--- src/rv_ctrl_pkg.sv ---
`default_nettype none

// control encodings shared between the decoder and the datapath
package rv_ctrl_pkg;

  // operation performed by the alu
  typedef enum logic [2:0] {
    ALU_ADD   = 3'd0,
    ALU_SUB   = 3'd1,
    ALU_SLTU  = 3'd2,
    ALU_SRA   = 3'd3,
    // word forms, result sign-extended from bit 31
    ALU_ADD_W = 3'd4,
    ALU_SUB_W = 3'd5,
    ALU_SLL_W = 3'd6
  } alu_op_e;

  // first operand source
  typedef enum logic [1:0] {
    SRC_A_RS1  = 2'd0,
    SRC_A_PC   = 2'd1,
    SRC_A_ZERO = 2'd2
  } src_a_e;

  // second operand source, four is the link offset for jumps
  typedef enum logic [1:0] {
    SRC_B_RS2  = 2'd0,
    SRC_B_IMM  = 2'd1,
    SRC_B_FOUR = 2'd2
  } src_b_e;

  // next pc choice
  typedef enum logic [1:0] {
    PC_SEQ    = 2'd0,
    PC_JAL    = 2'd1,
    PC_JALR   = 2'd2,
    PC_BRANCH = 2'd3
  } pc_sel_e;

  // run/halt state
  typedef enum logic [1:0] {
    ST_RUN          = 2'd0,
    ST_HALT_EBREAK  = 2'd1,
    ST_HALT_ILLEGAL = 2'd2
  } core_state_e;

endpackage

`default_nettype wire

--- src/rv_arch_pkg.sv ---
`default_nettype none

// RV64I architectural widths, encodings and vector types
package rv_arch_pkg;

  // register width, default for every module's xlen parameter
  parameter int XLEN = 64;

  typedef logic [XLEN-1:0] xlen_t;
  typedef logic [31:0]     inst_t;
  typedef logic [4:0]      reg_idx_t;
  typedef logic [XLEN-1:0] addr_t;
  // immediates are always carried sign-extended to full width
  typedef logic [XLEN-1:0] imm_t;

  // major opcodes, inst[6:0]
  parameter logic [6:0] OP_IMM    = 7'b0010011;
  parameter logic [6:0] OP_IMM_32 = 7'b0011011;
  parameter logic [6:0] OP        = 7'b0110011;
  parameter logic [6:0] OP_32     = 7'b0111011;
  parameter logic [6:0] LUI       = 7'b0110111;
  parameter logic [6:0] AUIPC     = 7'b0010111;
  parameter logic [6:0] JAL       = 7'b1101111;
  parameter logic [6:0] JALR      = 7'b1100111;
  parameter logic [6:0] BRANCH    = 7'b1100011;
  parameter logic [6:0] SYSTEM    = 7'b1110011;

  // funct3, inst[14:12]
  parameter logic [2:0] F3_ADD  = 3'b000;
  parameter logic [2:0] F3_SLL  = 3'b001;
  parameter logic [2:0] F3_SLTU = 3'b011;
  parameter logic [2:0] F3_SR   = 3'b101;
  parameter logic [2:0] F3_JALR = 3'b000;
  parameter logic [2:0] F3_BEQ  = 3'b000;
  parameter logic [2:0] F3_BGE  = 3'b101;

  // funct7, inst[31:25]; alt selects sub and arithmetic shift
  parameter logic [6:0] F7_BASE = 7'b0000000;
  parameter logic [6:0] F7_ALT  = 7'b0100000;

  // the one SYSTEM word the core accepts
  parameter inst_t EBREAK = 32'h0010_0073;

endpackage

`default_nettype wire
--- src/rv_pc_unit.sv ---
`timescale 1ns/1ps
`default_nettype none

module rv_pc_unit #(
  parameter int                 xlen     = rv_arch_pkg::XLEN,
  parameter rv_arch_pkg::addr_t reset_pc = 64'h8000_0000
) (
  input  wire                          clk,
  input  wire                          reset,
  input  wire                          commit,
  input  wire rv_ctrl_pkg::pc_sel_e    pc_sel,
  input  wire                          branch_ge,
  input  wire rv_arch_pkg::imm_t       imm,
  input  wire rv_arch_pkg::xlen_t      rs1_data,
  input  wire rv_arch_pkg::xlen_t      rs2_data,
  output rv_arch_pkg::addr_t           pc,
  output logic                         misaligned
);

  logic [xlen-1:0] pc_plus4;
  logic [xlen-1:0] pc_plus_imm;
  logic [xlen-1:0] jalr_target;
  logic [xlen-1:0] next_pc;
  logic            taken;

  // bge is signed, beq is plain equality
  assign taken = branch_ge ? ($signed(rs1_data) >= $signed(rs2_data)) : (rs1_data == rs2_data);

  assign pc_plus4    = pc + {{(xlen-3){1'b0}}, 3'd4};
  assign pc_plus_imm = pc + imm;
  // jalr clears bit 0 only, bit 1 can still fault
  assign jalr_target = (rs1_data + imm) & ~{{(xlen-1){1'b0}}, 1'b1};

  always_comb begin
    case (pc_sel)
      rv_ctrl_pkg::PC_JAL:    next_pc = pc_plus_imm;
      rv_ctrl_pkg::PC_JALR:   next_pc = jalr_target;
      rv_ctrl_pkg::PC_BRANCH: next_pc = taken ? pc_plus_imm : pc_plus4;
      default:                next_pc = pc_plus4;
    endcase
  end

  assign misaligned = (next_pc[1:0] != 2'b00);

  // pc only moves on a committed instruction
  always_ff @(posedge clk) begin
    if (reset) begin
      pc <= reset_pc;
    end else if (commit) begin
      pc <= next_pc;
    end
  end

  // decoder must block a commit to any unaligned target
  assert property (@(posedge clk) disable iff (reset) commit |=> pc[1:0] == 2'b00);

endmodule

`default_nettype wire

--- config.mk ---
export PLATFORM = sky130hd
export DESIGN_NAME = rv_pc_unit
export DESIGN_NICKNAME = d
export VERILOG_FILES = /design/src/rv_ctrl_pkg.sv /design/src/rv_arch_pkg.sv /design/src/rv_pc_unit.sv
export SDC_FILE = /design/constraint.sdc
export NUM_CORES = 1
export LEC_CHECK = 0
export BUFFER_PORTS_ARGS = -buffer_cell sky130_fd_sc_hd__buf_4
export CAP_MARGIN = 20
export CELL_PAD_IN_SITES_DETAIL_PLACEMENT = 1
export CELL_PAD_IN_SITES_GLOBAL_PLACEMENT = 2
export CORE_MARGIN = 8
export CORE_UTILIZATION = 23
export DETAILED_ROUTE_END_ITERATION = 16
export PLACE_DENSITY = 0.66
export SLEW_MARGIN = 20
export SYNTH_ARGS = -nofsm -noshare
export SYNTH_HDL_FRONTEND = slang
export SYNTH_SLANG_ARGS = --single-unit
--- constraint.sdc ---
create_clock -name clk -period 8.23 [get_ports clk]
set_clock_uncertainty 0.15 [all_clocks]
set_input_delay 1.2345 -clock clk [delete_from_list [all_inputs] [get_ports clk]]
set_output_delay 1.2345 -clock clk [all_outputs]
set_load 0.05 [all_outputs]
==> results of run 1 <==
## stage by stage
stage | util, % | total power, W
5_1_grt | 28.2 | 0.00236
3_5_place_dp | 27.7 | 0.00177
2_1_floorplan | - | 0.00130
6_report | 28.2 | 0.00219
4_1_cts | 28.2 | 0.00221
3_3_place_gp | 27.7 | 0.00175
## cells by family after synthesis
logic type      Yosys count  share of synthesized area [%]
compound gates          717                           34.9
simple gates            630                           22.0
buf+inv                 204                           5.81
fa+ha+maj               192                           17.7
xor+xnor                145                           9.37
flops                    64                           9.40
mux                      10                          0.753
## how the worst max path moves through the flow
| stage | start | end | slack (ns) | cells after the start |
|---|---|---|---|---|
| floorplan | rs2_data[14] | misaligned | 2.28 | 12 |
| global placement | rs1_data[45] | misaligned | 1.55 | 13 |
| detailed placement | rs1_data[45] | misaligned | 1.58 | 13 |
| CTS | rs1_data[45] | misaligned | 1.57 | 13 |
| global route | rs1_data[21] | misaligned | 1.44 | 13 |
| finish | rs1_data[45] | misaligned | 1.64 | 13 |
## final cells by class
| type | count | area, µm² |
|---|---|---|
| Clock buffer | 13 | 260 |
| Sequential cell | 64 | 1280 |
| Tap cell | 773 | 967 |
| Inverter | 114 | 428 |
| Clock inverter | 3 | 40.0 |
| Timing Repair Buffer | 271 | 2030 |
| Antenna cell | 1 | 2.50 |
| Multi-Input combinational cell | 1694 | 11600 |
| Fill cell | 7262 | 42200 |
## routing by layer
metal	GRT usage (%)	wire length, µm
met4	5.61	1740
met1	25.3	30700
met5	0	8
met2	32.4	31800
met3	3.58	3450
## power by group through the flow
stage               clock network, W  logic (W)  registers, W
floorplan                          0   0.000796      0.000501
detailed placement                 0    0.00135      0.000420
global placement                   0    0.00133      0.000419
CTS                         0.000438    0.00136      0.000414
finish                      0.000429    0.00135      0.000414
global route                0.000456    0.00148      0.000421
## cells in the mapped netlist, types with 4 or more instances
master / n / area (µm²)
a21oi_1: 204 / 1020
ha_1: 190 / 2380
nand2_1: 177 / 664
nor2_1: 175 / 657
o21ai_0: 143 / 716
inv_1: 113 / 424
xnor2_1: 89 / 780
clkbuf_1: 70 / 263
a21o_1: 69 / 518
dfxtp_1: 64 / 1280
nand4_1: 59 / 369
xor2_1: 55 / 482
nand3_1: 51 / 255
nor3_1: 46 / 230
a211oi_1: 36 / 270
and3_1: 30 / 188
a31oi_1: 28 / 175
o21bai_1: 28 / 210
a221oi_1: 27 / 236
a22oi_1: 19 / 143
and2_1: 17 / 106
buf_2: 17 / 85.1
o211ai_1: 16 / 120
o21a_1: 16 / 120
nand2b_1: 14 / 87.6
o22ai_1: 13 / 81.3
or3_1: 13 / 81.3
a311oi_1: 10 / 87.6
o31ai_1: 10 / 75.1
and4_1: 9 / 78.8
nor2b_1: 9 / 56.3
nor4_1: 9 / 56.3
mux2i_1: 8 / 80.1
o41ai_1: 7 / 61.3
a41oi_1: 6 / 52.6
o31a_1: 6 / 52.6
a2111oi_0: 5 / 43.8
a21boi_0: 5 / 37.5
a222oi_1: 5 / 50.1
or2_2: 5 / 31.3
or4_1: 5 / 37.5
a21boi_1: 4 / 30.0
a221o_1: 4 / 40.0
a32oi_1: 4 / 35.0
## placed cells by master (no fill, tap or decap), drive strengths merged, types with 6 or more instances in the layout
cell type	instances
a22oi	20
a311oi	11
a31oi	28
a211oi	37
nand2	177
a221oi	29
nand4	59
and3	31
dfxtp	64
o31a	6
mux2i	8
nand2b	14
o21bai	28
buf	271
o31ai	13
a21oi	206
a21boi	9
ha	190
o21a	17
nand3	51
nor2b	9
o211ai	17
o22ai	13
o41ai	8
nor3	47
inv	114
xor2	55
or3	14
a41oi	6
a2111oi	9
nor2	176
and4	9
a21o	69
clkbuf	13
xnor2	90
and2	17
o21ai	148
nor4	9
## worst reg2reg max path: stages (launching register included)
cell	delay, ns
dfxtp_1	0.36
ha_1	0.24
fa_1	0.42
a21o_1	0.21
a221oi_2	0.44
a2111o_1	0.34
nand4_1	0.20
a32oi_1	0.46
a21oi_1	0.22
o31a_1	0.38
a21oi_2	0.26
xnor2_1	0.13
a221oi_1	0.33
a211oi_1	0.12
==> results.md, run 1 <==
* Worst Path Buf+Inv at 2
* WHS Endpoint: pc[63]
* Cts bufs inserted at 9
* Fmax at 152 MHz
* Port bufs at 262
* P&R area growth vs syn at 21.7%
* RD Place Congestion at 0.869
* Largest net degree at the start of global routing at 61
* DRT iter0 DRCs at 848
* Pin slew with the least headroom to its limit at 0.986 ns
* Chip Height at 259 µm
* DRC viols at 0
* Worst r2r path cells at 13
* Mapped cell area at 13,600 µm²
* CP cell instances: buf_4 -> ha_1 -> a2111oi_0 -> o21ai_0 -> nand4_1 -> o211ai_1 -> nor4_1 -> xnor2_2 -> nor2_1 -> o31ai_4 -> o22ai_1 -> o21ai_0 -> buf_4
* Max Cap Viol at 0
* Antenna Nets Post-Route at 0
* VDD IR max at 96.3 µV
* Vias per cell at 5.40
* Worst rel slew slack at 34.2%
* Worst hold path depth at 2
* Slew Viols, Final at 0
* Finished Cell Area at 16,600 µm²
* Initial Utilization at 23.2%
* Seq/Total Area, Yosys at 9.40%
* Setup crit start kind: input pin
* WHS at 0.399 ns
* Final setup vio count at 0
* Worst EP arrival at 5.20 ns
* Combinational power share at 61.6%
* CP endpoint kind: primary output
* Worst setup margin at 1.64 ns
* CTS tree: yes
* PD cells at 132 nW/µm²
* Net Sw Frac at 49.8%
* Clock slew at reported path FFs at 0.07 ns
* Worst EP required at 6.85 ns
* Grt ovf at 0
* Row Count at 89
* Final hold violation count at 0
* Post-CTS Setup Inserts at 0
* Clk buf depth at 2
* Most used DFF post-synth: dfxtp_1
* R2R Path Start: pc[0]
* Worst skew pair latency at 0.37 ns
* Vias in the first global route at 16.5k
* Io pins at 263
* Flop pwr share at 18.9%
* Max reg flops at 64
* Root buf cell: clkbuf_16
* H-Tree Level Count at 3
* Total GRT Usage at 19.4%
* Hold path startpoint: pc[63]
* CTS sink count at 64
* DIE AREA at 67,300 µm²
* Reg with most FFs: pc
* Leakage power at 7.33 nW
* CTS resizes at 0
* Mapped Cells at 1,962
* Critical path class: in2out
* Avg Cell Area, Syn at 6.95 µm²
* Routed wire length at 67,700 µm
* Core area at 58,800 µm²
* Nets at 2,544
* Mapped Nets at 2,352
* Min Tclk post-route at 6.59 ns
* Async set-reset flop share out of synthesis at 0%
* Critical path's top delay family: compound AO/OA/AOI/OAI gates
* Final Non-Filler Cells at 2,933
* Post-synth cell types at 95
* YS warnings at 0
* Drt first pass iters at 5
* Slowest-stage cell, CP: o31ai_4
* Via count at 15.8k
* Switch Pwr at 0.00109 W
* Largest registers: pc (64)
* Clock power share at 19.6%
* Yosys reg bits at 64
* First-pass GRT wire length at 102,000 µm
* Tcrit/Tclk final at 80.0%
* Cts hold-fix bufs at 0
* RSZ-0062 raised after global routing: no
* Placement Cell Area at 16,300 µm²
* Layout cell share with drive strength beyond 1 at 15.2%
* EDFF count, synth at 0
* Wire per inst at 23.1 µm
* Initial antenna violation count at 1
* Die width at 259 µm
* Placed insts at 2,916
* Crit path largest cell delay at 0.61 ns
* Post-DP HPWL at 55,700 µm
* Int Pwr at 0.00110 W
* Reg2Reg Capture Point: pc[52]
* Outcome: finished, final reports clean
* Hold Crit Class: reg2reg
* CP max FO at 7
* Worst R2R Setup Slack at 3.82 ns
* Setup tns final at 0 ns
* Pre-CTS setup slack at 1.58 ns
Power figures use the tool's default switching activity.
==> run 2, diff against run 1 <==
--- a/config.mk
+++ b/config.mk
@@ -12,7 +12,7 @@
 export CORE_MARGIN = 8
 export CORE_UTILIZATION = 23
 export DETAILED_ROUTE_END_ITERATION = 16
-export PLACE_DENSITY = 0.66
+export PLACE_DENSITY = 0.69
 export SLEW_MARGIN = 20
 export SYNTH_ARGS = -nofsm -noshare
 export SYNTH_HDL_FRONTEND = slang
==> constraint.sdc (replaced) <==
create_clock -name clk -period 5.5 [get_ports clk]
set_clock_uncertainty 0.15 [all_clocks]
set_input_delay 0.825 -clock clk [delete_from_list [all_inputs] [get_ports clk]]
set_output_delay 0.825 -clock clk [all_outputs]
set_load 0.05 [all_outputs]
==> results.md, run 2 (synthesis gave the netlist of run 1 again) <==
* Finished Cell Area at 16,800 µm² (+1.2%)
* Worst EP required at 4.53 ns (-2.32 ns)
* Largest net degree at the start of global routing at 51 (-16%)
* Hold Crit Class: reg2reg
* Critical path's top delay family: compound AO/OA/AOI/OAI gates
* Port bufs at 262 (unchanged)
* Chip Height at 259 µm (unchanged)
* DRC viols at 0 (unchanged)
* Critical path class: in2out
* Vias in the first global route at 17.0k (+3.0%)
* Setup crit start kind: input pin
* Placement Cell Area at 16,500 µm² (+1.4%)
* Pin slew with the least headroom to its limit at 0.962 ns (-0.0240 ns)
* Tcrit/Tclk final at 95.6%
* RSZ-0062 raised after global routing: no
* Layout cell share with drive strength beyond 1 at 16.1% (+0.86 points)
* Cts hold-fix bufs at 0 (unchanged)
* Slew Viols, Final at 0 (unchanged)
* Cts bufs inserted at 9 (unchanged)
* Multi-input logic area at 11,600 µm² (about the same)
* CTS resizes at 0 (unchanged)
* CP max FO at 3 (-4)
* Total GRT Usage at 19.7% (+0.28 points)
* CTS sink count at 64 (unchanged)
* Leakage power at 7.45 nW (+1.7%)
* CP cell instances: buf_4 -> ha_1 -> a2111oi_0 -> o21ai_0 -> nand4_1 -> o211ai_1 -> buf_4 -> nor4_1 -> buf_4 -> xnor2_2 -> nor2_1 -> o31ai_4 -> o22ai_1 -> o21ai_0 -> buf_4
* Fmax at 190 MHz
* Drt first pass iters at 5 (unchanged)
* PD cells at 195 nW/µm² (+48%)
* CTS tree: yes
* H-Tree Level Count at 3 (unchanged)
* Max reg flops at 64 (unchanged)
* Clock slew at reported path FFs at 0.06 ns (about the same)
* P&R area growth vs syn at 23.1%
* Min Tclk post-route at 5.26 ns
* Clk buf depth at 2 (unchanged)
* Die width at 259 µm (unchanged)
* Crit path largest cell delay at 0.45 ns (-0.16 ns)
* DIE AREA at 67,300 µm² (unchanged)
* Via count at 16.2k (+2.4%)
* Reg area at 1280 µm² (unchanged)
* Worst skew pair latency at 0.38 ns (about the same)
* Cell mode on critical path: buf_4
* Slowest-stage cell, CP: o21ai_0
* Busiest layer in global routing: met2
* Most common cell after layout, fill and taps aside: buf_4
* Root buf cell: clkbuf_16
* CP endpoint kind: primary output
* RD Place Congestion at 0.865 (-0.47%)
* Worst rel slew slack at 34.2% (-0.062 points)
* VDD IR max at 133 µV (+38%)
* GRT met1 Usage at 25.9% (+0.58 points)
* Max Cap Viol at 0 (unchanged)
* Grt ovf at 0 (unchanged)
* Reg with most FFs: pc
* Routed wire length at 68,800 µm (+1.6%)
* Io pins at 263 (unchanged)
* Initial Utilization at 23.2% (unchanged)
* Met3 GRT Util at 3.21% (-0.37 points)
* Worst EP arrival at 4.28 ns (-0.92 ns)
* DRT iter0 DRCs at 1,041 (+23%)
* Final hold violation count at 0 (unchanged)
* Met2 Use GR at 32.3% (-0.14 points)
* Wire per inst at 23.2 µm (+0.68%)
* Setup tns final at 0 ns (unchanged)
* Vias per cell at 5.48 (+1.5%)
* Nets at 2,572 (+1.1%)
* Outcome: finished, final reports clean
* Final setup vio count at 0 (unchanged)
* Post-DP HPWL at 56,400 µm (+1.2%)
* Core area at 58,800 µm² (unchanged)
* Worst Path Buf+Inv at 4 (+2)
* Largest registers: pc (64)
* Antenna Nets Post-Route at 0 (unchanged)
* FILL cells at 7,233 (-0.40%)
* Most frequent cells in the layout: buf_4 (297), a21oi_1 (204), ha_1 (190)
* Post-CTS Setup Inserts at 0 (unchanged)
* Initial antenna violation count at 4 (+3)
* First-pass GRT wire length at 103,000 µm (+1.6%)
* Row Count at 89 (unchanged)
## run 2: changes by cell type in the layout (fill, tap and decap cells not counted), moves of 2 or more
cell / change
buf_12: +2
buf_4: +26
clkbuf_1: +2
clkinv_2: -2
## run 2: stage by stage
step	hold WS (ns)	util, %	cells	setup WS, ns	total power (W)
4_1_cts	0.384	28.5	2959	0.220	0.00329
5_1_grt	0.417	28.5	2959	0.00757	0.00351
6_report	0.387	28.5	2960	0.242	0.00328
3_5_place_dp	0.372	28.1	2944	0.261	0.00267
3_3_place_gp	0.367	28.1	2944	0.268	0.00264
2_1_floorplan	0.565	-	1962	0.373	0.00194
## run 2: layer usage
metal | wire (µm) | part of all wire [%]
met1 | 31600 | 46
met3 | 3290 | 4.8
met2 | 31600 | 46
met5 | 36 | 0.052
met4 | 2210 | 3.2
## run 2: where the power goes
| part | total, W | internal, W | switching [W] |
|---|---|---|---|
| Sequential | 0.000616 | 0.000512 | 0.000104 |
| Clock | 0.000604 | 0.000329 | 0.000275 |
| Combinational | 0.00206 | 0.000782 | 0.00127 |
## run 2: cell type report
class / count / area share [%]
diodes: 1 / 0.0149
inverters: 114 / 2.55
repair buffers: 299 / 13.5
multi-input cells: 1694 / 68.9
flip-flops and latches: 64 / 7.63
clock buffers: 15 / 1.60
well taps: 773 / 5.76
## run 2: path summary, 6_finish.rpt
check / start / end / slack [ns] / cells after the start
worst min register to register: pc[0] / pc[0] / 0.39 / 2
worst min-delay path: pc[0] / pc[0] / 0.39 / 2
worst max register to register: pc[0] / pc[56] / 1.33 / 13
worst max-delay path: rs1_data[45] / misaligned / 0.24 / 15
## run 2: tightest hold or removal path, delay by kind of cell (launching register included)
kind	cells	cell delay, ns
DFF	1	0.34
AOI/OAI and AO/OA	2	0.14
