**src/rv_ctrl_pkg.sv**
```systemverilog
`default_nettype none

// control encodings shared between the decoder and the datapath
package rv_ctrl_pkg;

  // operation performed by the alu
  typedef enum logic [2:0] {
    ALU_ADD   = 3'd0,
    ALU_SUB   = 3'd1,
    ALU_SLTU  = 3'd2,
    ALU_SRA   = 3'd3,
    // word forms, result sign-extended from bit 31
    ALU_ADD_W = 3'd4,
    ALU_SUB_W = 3'd5,
    ALU_SLL_W = 3'd6
  } alu_op_e;

  // first operand source
  typedef enum logic [1:0] {
    SRC_A_RS1  = 2'd0,
    SRC_A_PC   = 2'd1,
    SRC_A_ZERO = 2'd2
  } src_a_e;

  // second operand source, four is the link offset for jumps
  typedef enum logic [1:0] {
    SRC_B_RS2  = 2'd0,
    SRC_B_IMM  = 2'd1,
    SRC_B_FOUR = 2'd2
  } src_b_e;

  // next pc choice
  typedef enum logic [1:0] {
    PC_SEQ    = 2'd0,
    PC_JAL    = 2'd1,
    PC_JALR   = 2'd2,
    PC_BRANCH = 2'd3
  } pc_sel_e;

  // run/halt state
  typedef enum logic [1:0] {
    ST_RUN          = 2'd0,
    ST_HALT_EBREAK  = 2'd1,
    ST_HALT_ILLEGAL = 2'd2
  } core_state_e;

endpackage

`default_nettype wire

```
**src/rv_arch_pkg.sv**
```systemverilog
`default_nettype none

// RV64I architectural widths, encodings and vector types
package rv_arch_pkg;

  // register width, default for every module's xlen parameter
  parameter int XLEN = 64;

  typedef logic [XLEN-1:0] xlen_t;
  typedef logic [31:0]     inst_t;
  typedef logic [4:0]      reg_idx_t;
  typedef logic [XLEN-1:0] addr_t;
  // immediates are always carried sign-extended to full width
  typedef logic [XLEN-1:0] imm_t;

  // major opcodes, inst[6:0]
  parameter logic [6:0] OP_IMM    = 7'b0010011;
  parameter logic [6:0] OP_IMM_32 = 7'b0011011;
  parameter logic [6:0] OP        = 7'b0110011;
  parameter logic [6:0] OP_32     = 7'b0111011;
  parameter logic [6:0] LUI       = 7'b0110111;
  parameter logic [6:0] AUIPC     = 7'b0010111;
  parameter logic [6:0] JAL       = 7'b1101111;
  parameter logic [6:0] JALR      = 7'b1100111;
  parameter logic [6:0] BRANCH    = 7'b1100011;
  parameter logic [6:0] SYSTEM    = 7'b1110011;

  // funct3, inst[14:12]
  parameter logic [2:0] F3_ADD  = 3'b000;
  parameter logic [2:0] F3_SLL  = 3'b001;
  parameter logic [2:0] F3_SLTU = 3'b011;
  parameter logic [2:0] F3_SR   = 3'b101;
  parameter logic [2:0] F3_JALR = 3'b000;
  parameter logic [2:0] F3_BEQ  = 3'b000;
  parameter logic [2:0] F3_BGE  = 3'b101;

  // funct7, inst[31:25]; alt selects sub and arithmetic shift
  parameter logic [6:0] F7_BASE = 7'b0000000;
  parameter logic [6:0] F7_ALT  = 7'b0100000;

  // the one SYSTEM word the core accepts
  parameter inst_t EBREAK = 32'h0010_0073;

endpackage

`default_nettype wire
```
**src/rv_decoder.sv**
```systemverilog
`timescale 1ns/1ps
`default_nettype none

module rv_decoder #(
  parameter int xlen = rv_arch_pkg::XLEN
) (
  input  wire                        clk,
  input  wire                        reset,
  input  wire rv_arch_pkg::inst_t    inst,
  input  wire                        misaligned,
  output rv_arch_pkg::reg_idx_t      rs1,
  output rv_arch_pkg::reg_idx_t      rs2,
  output rv_arch_pkg::reg_idx_t      rd,
  output rv_arch_pkg::imm_t          imm,
  output rv_ctrl_pkg::alu_op_e       alu_op,
  output rv_ctrl_pkg::src_a_e        src_a_sel,
  output rv_ctrl_pkg::src_b_e        src_b_sel,
  output rv_ctrl_pkg::pc_sel_e       pc_sel,
  output logic                       branch_ge,
  output logic                       commit,
  output logic                       rd_wen,
  output logic                       halted,
  output logic                       halt_illegal
);

  logic [6:0] opcode;
  logic [2:0] funct3;
  logic [6:0] funct7;
  rv_arch_pkg::imm_t imm_i;
  rv_arch_pkg::imm_t imm_u;
  rv_arch_pkg::imm_t imm_b;
  rv_arch_pkg::imm_t imm_j;
  logic legal;
  logic is_ebreak;
  logic reg_wen_req;
  rv_ctrl_pkg::core_state_e state;
  rv_ctrl_pkg::core_state_e state_next;

  assign opcode = inst[6:0];
  assign funct3 = inst[14:12];
  assign funct7 = inst[31:25];
  assign rd     = inst[11:7];
  assign rs1    = inst[19:15];
  assign rs2    = inst[24:20];

  // immediate formats, all sign-extended from inst[31]
  assign imm_i = {{(xlen-12){inst[31]}}, inst[31:20]};
  assign imm_u = {{(xlen-32){inst[31]}}, inst[31:12], 12'b0};
  assign imm_b = {{(xlen-13){inst[31]}}, inst[31], inst[7], inst[30:25], inst[11:8], 1'b0};
  assign imm_j = {{(xlen-21){inst[31]}}, inst[31], inst[19:12], inst[20], inst[30:21], 1'b0};

  // pattern match; anything not claimed below stays illegal
  always_comb begin
    legal       = 1'b0;
    is_ebreak   = 1'b0;
    reg_wen_req = 1'b0;
    imm         = imm_i;
    alu_op      = rv_ctrl_pkg::ALU_ADD;
    src_a_sel   = rv_ctrl_pkg::SRC_A_RS1;
    src_b_sel   = rv_ctrl_pkg::SRC_B_IMM;
    pc_sel      = rv_ctrl_pkg::PC_SEQ;
    branch_ge   = 1'b0;
    case (opcode)
      rv_arch_pkg::OP_IMM: begin
        reg_wen_req = 1'b1;
        case (funct3)
          rv_arch_pkg::F3_ADD: legal = 1'b1;
          rv_arch_pkg::F3_SLTU: begin
            legal  = 1'b1;
            alu_op = rv_ctrl_pkg::ALU_SLTU;
          end
          // srai: top six bits fixed, shamt sits in imm[5:0]
          rv_arch_pkg::F3_SR: begin
            legal  = (funct7[6:1] == rv_arch_pkg::F7_ALT[6:1]);
            alu_op = rv_ctrl_pkg::ALU_SRA;
          end
          default: ;
        endcase
      end
      rv_arch_pkg::OP_IMM_32: begin
        reg_wen_req = 1'b1;
        case (funct3)
          rv_arch_pkg::F3_ADD: begin
            legal  = 1'b1;
            alu_op = rv_ctrl_pkg::ALU_ADD_W;
          end
          rv_arch_pkg::F3_SLL: begin
            legal  = (funct7 == rv_arch_pkg::F7_BASE);
            alu_op = rv_ctrl_pkg::ALU_SLL_W;
          end
          default: ;
        endcase
      end
      rv_arch_pkg::OP: begin
        reg_wen_req = 1'b1;
        src_b_sel   = rv_ctrl_pkg::SRC_B_RS2;
        if (funct3 == rv_arch_pkg::F3_ADD && funct7 == rv_arch_pkg::F7_BASE) begin
          legal = 1'b1;
        end else if (funct3 == rv_arch_pkg::F3_ADD && funct7 == rv_arch_pkg::F7_ALT) begin
          legal  = 1'b1;
          alu_op = rv_ctrl_pkg::ALU_SUB;
        end
      end
      // only addw among the word register ops
      rv_arch_pkg::OP_32: begin
        reg_wen_req = 1'b1;
        src_b_sel   = rv_ctrl_pkg::SRC_B_RS2;
        alu_op      = rv_ctrl_pkg::ALU_ADD_W;
        legal       = (funct3 == rv_arch_pkg::F3_ADD && funct7 == rv_arch_pkg::F7_BASE);
      end
      rv_arch_pkg::LUI: begin
        legal       = 1'b1;
        reg_wen_req = 1'b1;
        imm         = imm_u;
        src_a_sel   = rv_ctrl_pkg::SRC_A_ZERO;
      end
      rv_arch_pkg::AUIPC: begin
        legal       = 1'b1;
        reg_wen_req = 1'b1;
        imm         = imm_u;
        src_a_sel   = rv_ctrl_pkg::SRC_A_PC;
      end
      // jumps write the link value pc + 4 through the alu
      rv_arch_pkg::JAL: begin
        legal       = 1'b1;
        reg_wen_req = 1'b1;
        imm         = imm_j;
        src_a_sel   = rv_ctrl_pkg::SRC_A_PC;
        src_b_sel   = rv_ctrl_pkg::SRC_B_FOUR;
        pc_sel      = rv_ctrl_pkg::PC_JAL;
      end
      rv_arch_pkg::JALR: begin
        legal       = (funct3 == rv_arch_pkg::F3_JALR);
        reg_wen_req = 1'b1;
        src_a_sel   = rv_ctrl_pkg::SRC_A_PC;
        src_b_sel   = rv_ctrl_pkg::SRC_B_FOUR;
        pc_sel      = rv_ctrl_pkg::PC_JALR;
      end
      rv_arch_pkg::BRANCH: begin
        imm    = imm_b;
        pc_sel = rv_ctrl_pkg::PC_BRANCH;
        case (funct3)
          rv_arch_pkg::F3_BEQ: legal = 1'b1;
          rv_arch_pkg::F3_BGE: begin
            legal     = 1'b1;
            branch_ge = 1'b1;
          end
          default: ;
        endcase
      end
      rv_arch_pkg::SYSTEM: begin
        is_ebreak = (inst == rv_arch_pkg::EBREAK);
        legal     = is_ebreak;
      end
      default: ;
    endcase
  end

  // ebreak and faulting words retire nothing
  assign commit = (state == rv_ctrl_pkg::ST_RUN) && legal && !is_ebreak && !misaligned;
  assign rd_wen = commit && reg_wen_req && (rd != '0);

  assign halted       = (state != rv_ctrl_pkg::ST_RUN);
  assign halt_illegal = (state == rv_ctrl_pkg::ST_HALT_ILLEGAL);

  // halt states are sticky until reset
  always_comb begin
    state_next = state;
    if (state == rv_ctrl_pkg::ST_RUN) begin
      if (!legal || misaligned) begin
        state_next = rv_ctrl_pkg::ST_HALT_ILLEGAL;
      end else if (is_ebreak) begin
        state_next = rv_ctrl_pkg::ST_HALT_EBREAK;
      end
    end
  end

  always_ff @(posedge clk) begin
    if (reset) begin
      state <= rv_ctrl_pkg::ST_RUN;
    end else begin
      state <= state_next;
    end
  end

  // a stopped core never leaves its halt state on its own
  assert property (@(posedge clk) disable iff (reset) halted |=> $stable(state));

  // a retired instruction always leaves the core running
  assert property (@(posedge clk) disable iff (reset) commit |=> !halted);

endmodule

`default_nettype wire

```
**config.mk**
```make
export PLATFORM = sky130hd
export DESIGN_NAME = rv_decoder
export DESIGN_NICKNAME = d
export VERILOG_FILES = /design/src/rv_ctrl_pkg.sv /design/src/rv_arch_pkg.sv /design/src/rv_decoder.sv
export SDC_FILE = /design/constraint.sdc
export NUM_CORES = 1
export LEC_CHECK = 0
export ABC_CLOCK_PERIOD_IN_PS = 2100
export BUFFER_PORTS_ARGS = -buffer_cell sky130_fd_sc_hd__buf_2
export CAP_MARGIN = 30
export CORE_ASPECT_RATIO = 2
export CORE_MARGIN = 10
export CORE_UTILIZATION = 37
export CTS_BUF_LIST = sky130_fd_sc_hd__clkbuf_4 sky130_fd_sc_hd__clkbuf_8
export CTS_CLUSTER_DIAMETER = 100
export DETAILED_ROUTE_END_ITERATION = 8
export PLACE_DENSITY = 0.89
export SETUP_SLACK_MARGIN = 0.4
export SLEW_MARGIN = 20
export SYNTH_ARGS = -nofsm -noshare
export SYNTH_HDL_FRONTEND = slang
export SYNTH_SLANG_ARGS = --single-unit
```
**constraint.sdc**
```tcl
create_clock -name clk -period 2.1 [get_ports clk]
set_clock_uncertainty 0.2 [all_clocks]
set_input_delay 0.21 -clock clk [delete_from_list [all_inputs] [get_ports clk]]
set_output_delay 0.21 -clock clk [all_outputs]
set_load 0.1 [all_outputs]
```
==> impl_metrics.toml, run 1 <==
[clock_tree]
clock_sinks = 2
ctsHtreeMaxLevel = 1
post-cts-setup-buffers = 14
root_buffer = "clkbuf_8"
ctsHoldBuffers = 1
ctsResizeCount = 94
clk_path_buf_depth = 2
cts_buffers = 3

[placement]
io_buffer_count = 127
place.gp.congestion = 0.8508
place_hpwl_um = 6491

[outcome]
lastStage = "clock tree synthesis"
error = "[ERROR DPL-0038] Utilization greater than 100%, impossible to legalize"
outcome = "aborted with a tool error"

[yosys]
synth_enable_flop_cells = 0
synth_area_leaders = "buf_4 29%, a21o_1 12%, nor3_1 4.0%"
synth_top_area_cell = "buf_4"
syn_area_um2 = 1240
ys_types = 46
synthArstFlopShare_pct = 0
syn_nets = 208
yosysSeqAreaShare_pct = 3.229
ys.flop_type = "dfxtp_1"
yosysTopAreaCellShare_pct = 29.06
syn_inst = 173
yosysMostFrequentCell = "buf_4"
synth_warnings = 0
synth-seq-cells = 2
syn_area_per_cell_um2 = 7.167
synthTopCellsByCount = "48 x buf_4, 19 x a21o_1, 10 x nor2_1, 10 x nor3_1, 7 x nor2b_1"

[floorplan]
std_cell_rows = 29
io_pins = 128
die_y_um = 101.9
start_util_pct = 38.83
dieWidth_um = 60.94
## cell families after synthesis
family,after synthesis,synth area share (%)
xor gates and xnor gates,2,1.413
muxes,1,0.8073
AOI/OAI and AO/OA,46,29.87
DFF,2,3.229
and+or+nand+nor,62,31.59
buffers and inverters,60,33.10
## metrics by stage
step | cell area, um^2 | setup slack, ns | TNS, ns | hold WS [ns] | std cells
floorplan | 1629 | -0.7665 | -3.201 | 0.07687 | 173
global placement | 2740 | -0.3807 | -3.764 | 0.1903 | 323
detailed placement | 2748 | -0.4599 | -2.869 | 0.1992 | 324
==> run 2, diff against run 1 <==
==> config.mk (replaced) <==
export PLATFORM = sky130hd
export DESIGN_NAME = rv_decoder
export DESIGN_NICKNAME = d
export VERILOG_FILES = /design/src/rv_ctrl_pkg.sv /design/src/rv_arch_pkg.sv /design/src/rv_decoder.sv
export SDC_FILE = /design/constraint.sdc
export NUM_CORES = 1
export LEC_CHECK = 0
export ABC_CLOCK_PERIOD_IN_PS = 2100
export BUFFER_PORTS_ARGS = -buffer_cell sky130_fd_sc_hd__buf_2
export CAP_MARGIN = 30
export CORE_AREA = 10 10 71 73
export DETAILED_ROUTE_END_ITERATION = 8
export DIE_AREA = 0 0 81 83
export PLACE_DENSITY_LB_ADDON = 0.15
export SLEW_MARGIN = 20
export SYNTH_ARGS = -nofsm -noshare
export SYNTH_HDL_FRONTEND = slang
export SYNTH_SLANG_ARGS = --single-unit
==> impl_metrics.toml, run 2 <==
[outcome]
outcome = "finished, violations left"
violations = "negative setup slack"

[yosys]
synth_warnings = 0
synthArstFlopShare_pct = 0
syn_inst = 173
synthTopCellsByCount = "48 x buf_4, 19 x a21o_1, 10 x nor2_1, 10 x nor3_1, 7 x nor2b_1"
synth_enable_flop_cells = 0
yosysMostFrequentCell = "buf_4"
ys.flop_type = "dfxtp_1"
synth_top_area_cell = "buf_4"
synth-seq-cells = 2
yosysSeqAreaShare_pct = 3.229
yosysTopAreaCellShare_pct = 29.06
ys_types = 46
synth_area_leaders = "buf_4 29%, a21o_1 12%, nor3_1 4.0%"
syn_area_um2 = 1240
syn_area_per_cell_um2 = 7.167
syn_nets = 208

[sta]
final.min_clock_period_ns = 2.440
rsz0062_at_grt = "true"
finalCritPeriodShare_pct = 116.2
finalHoldViolCount = 0
maxSlewHeadroom_pct = 66.85
tightest_slew_ns = 0.5007
fin_ws_ns = -0.3405
max_freq_mhz = 409.8
setup_viol = 3
slew_viol_final = 0
setup_tns_ns = -0.7833

[final_layout]
nets = 344
syn_to_final_growth_pct = 136.8
drive_above_1_share_pct = 82.41
layout_commonest_cell = "buf_2"
regMostFlops = "state"
fillers = 249
largest_reg_flops = 2
mostFrequentLayoutCells = "87 x buf_2, 53 x buf_4, 39 x buf_12"
num_antenna_cells = 0
reg.largest.list = "state: 2 flops"

[floorplan]
die_y_um = 83
core_um2 = 3633
die_area_um2 = 6723
io_pins = 128
dieWidth_um = 81
std_cell_rows = 22
start_util_pct = 34.13

[worst_setup_path]
r2r_start = "state[1]$_SDFFE_PP0P_"
start_kind = "primary input"
cp-end-kind = "output port"
path_max_fanout = 4
reg2reg_depth = 4
worstPathRequired_ns = 1.69
arrival_ns = 2.03
reg2reg_slack_ns = 0.68
r2r-end = "state[1]$_SDFFE_PP0P_"
crit_type = "primary input to output port"

[drt]
first_pass_iters = 4
wl_um = 6421
first_iter_violations = 51
drc_errors = 0
wl_per_cell_um = 18.09
vias_per_cell = 4.893
num_vias = 1737
ant_nets = 0

[power]
p_leak_nw = 1.445
vdd_drop_max_uv = 381.3
p_total_mw = 1.324
powerDensity_nw_per_um2 = 450.9

[min_path]
hold_depth = 4
hold_path_startpoint = "misaligned"
hold_path.class = "primary input to flop"
min_to = "state[1]$_SDFFE_PP0P_"

[clock_tree]
clkTransAtPathRegs_ns = 0.03
clk_path_buf_depth = 2
cts_buffers = 3
clock_sinks = 2
ctsHtreeMaxLevel = 1
clock_latency_ns = 0.21
root_buffer = "clkbuf_8"
cts_tree = "yes"

[run]
cap_violations = 0

[global_route]
grt_util_all_layers_pct = 17.49
grt_pass1_wl_um = 9791
grt_pass1_vias = 1836
gr-total-overflow = 0
grt_max_degree = 30
grt_antenna_before_repair = 0

[placement]
place_hpwl_um = 5161
io_buffer_count = 127
place.gp.congestion = 0.8499
## run 2: cell families after synthesis
logic type	Yosys count	share of synthesized area (%)
AOI/OAI and AO/OA	46	29.87
DFF	2	3.229
buffers and inverters	60	33.10
muxes	1	0.8073
and+or+nand+nor	62	31.59
xor gates and xnor gates	2	1.413
## run 2: area by class of cell
type                       instances  area (um^2)  area share [%]
clock buffer                       3        41.29           1.406
inverter                           5        18.77          0.6391
multi-input combinational        111         1081           36.81
sequential                         2        40.04           1.363
tap                               48        60.06           2.045
timing repair buffer             186         1695           57.73
## run 2: worst max-delay path by stage
stage              from     end  slack (ns)  cells after the start
2_1_floorplan   inst[5]  commit       -0.77                      6
3_3_place_gp   inst[31]  rd_wen       -0.41                      7
3_5_place_dp   inst[31]  rd_wen       -0.46                      7
4_1_cts        inst[26]  commit       -0.26                      7
5_1_grt        inst[28]  rd_wen       -0.37                      8
6_report       inst[28]  commit       -0.34                      8
## run 2: critical path, cell delays in order
cell and delay, ns:
buf_6 0.10, or4_4 0.56, buf_6 0.15, o32ai_2 0.24, a32oi_1 0.13, o211a_1 0.25, a21oi_4 0.21, buf_12 0.19
## run 2: report_power, final
part / switching (mW) / internal, mW
Sequential: 0.00154 / 0.0394
Clock: 0.0350 / 0.122
Combinational: 0.829 / 0.298
Total: 0.865 / 0.459
## run 2: what timing repair did
action                                  in CTS  in global routing
setup buffers                                8                  5
hold buffers                                 1                  0
pin swaps                                   12                  8
resized for setup                           14                  8
endpoints found under the setup margin      12                 31
endpoints found under the hold margin        1                  0
## run 2: through the flow
step	worst slack (ns)	area, um^2	utilization, %	std cells	hold WS [ns]
after floorplan	-0.7665	1491	-	173	0.07687
after global placement	-0.4118	2690	74.04	340	0.2067
after detailed placement	-0.4559	2690	74.04	340	0.2049
after CTS	-0.2572	2883	79.34	351	0.2764
after global routing	-0.3674	2937	80.82	355	0.2818
final	-0.3405	2937	80.82	355	0.2728
## run 2: routing by layer
| metal | global-route usage [%] | vias up | share of wire (%) | routed length (um) |
|---|---|---|---|---|
| li1 | - | 848 | - | - |
| met1 | 18.89 | 807 | 38 | 2422 |
| met2 | 32.42 | 80 | 52 | 3316 |
| met3 | 6.034 | 2 | 10 | 667 |
| met4 | 1.408 | 0 | 0.23 | 15 |
| met5 | 0 | - | 0 | 0 |
(Power assumes the default switching activity.)
==> run 3, diff against run 2 <==
--- a/config.mk
+++ b/config.mk
@@ -5,6 +5,7 @@
 export SDC_FILE = /design/constraint.sdc
 export NUM_CORES = 1
 export LEC_CHECK = 0
+export ABC_AREA = 1
 export ABC_CLOCK_PERIOD_IN_PS = 2100
 export BUFFER_PORTS_ARGS = -buffer_cell sky130_fd_sc_hd__buf_2
 export CAP_MARGIN = 30
@@ -12,6 +13,7 @@
 export DETAILED_ROUTE_END_ITERATION = 8
 export DIE_AREA = 0 0 81 83
 export PLACE_DENSITY_LB_ADDON = 0.15
+export SETUP_SLACK_MARGIN = 0.5
 export SLEW_MARGIN = 20
 export SYNTH_ARGS = -nofsm -noshare
 export SYNTH_HDL_FRONTEND = slang
==> impl_metrics.toml, run 3 <==
[outcome]
outcome = "aborted with a tool error"
lastStage = "global routing"
error = "[ERROR DPL-0038] Utilization greater than 100%, impossible to legalize"

[floorplan]
die_y_um = 83
io_pins = 128
std_cell_rows = 22
start_util_pct = 34.33
dieWidth_um = 81

[placement]
place_hpwl_um = 5427
dpl_cell_area_um2 = 2955
io_buffer_count = 127
pre_cts_slack_ns = -0.007446
place.gp.congestion = 0.8632

[sta]
worst-ep-kind = "primary output"
grt-worst-endpoint = "rd_wen"

[yosys]
synth_top_family_by_area = "simple AND/OR/NAND/NOR gates"
yosysTopAreaCellShare_pct = 28.89
synth_fa_ha_area_share_pct = 0
synth_simple_gate_area_share_pct = 43.23
synth_area_leaders = "buf_4 29%, nand2_1 15%, inv_1 11%"
synth-seq-cells = 2
synth_xor_area_share_pct = 0
synth_enable_flop_cells = 0
synth_compound_area_share_pct = 12.34
syn_inst = 237
ys.flop_type = "dfxtp_1"
yosysMostFrequentCell = "nand2_1"
syn_area_per_cell_um2 = 5.263
synth_warnings = 0
synthArstFlopShare_pct = 0
ys_types = 24
synth_top_area_cell = "buf_4"
syn_nets = 272
yosysSeqAreaShare_pct = 3.210
synthMuxAreaShare_pct = 0
syn_area_um2 = 1247
synthTopCellsByCount = "50 x nand2_1, 48 x buf_4, 37 x inv_1, 35 x nor2_1, 18 x o21ai_0"

[clock_tree]
root_buffer = "clkbuf_8"
cts_buffers = 3
ctsHtreeMaxLevel = 1
clock_sinks = 2
clk_path_buf_depth = 2

[global_route]
grt_max_degree = 35
-- run 3: repair_timing --
action,4_1_cts
hold endpoints to repair,2
pin swaps,30
hold buffers,1
gates resized for setup,86
cloned,0
setup endpoints to repair,44
setup buffers,21
-- run 3: cell families after synthesis --
family / Yosys count
AND/OR/NAND/NOR: 119
buffers and inverters: 89
AO/OA/AOI/OAI: 27
flip-flops: 2
-- run 3: through the flow --
| step | TNS, ns | hold WS, ns | utilization, % | std cells |
|---|---|---|---|---|
| 2_1_floorplan | -1.462 | 0.07244 | - | 237 |
| 3_3_place_gp | 0 | 0.1891 | 81.34 | 385 |
| 3_5_place_dp | -0.007446 | 0.1945 | 81.34 | 385 |
| 4_1_cts | 0 | 0.1438 | 96.21 | 410 |
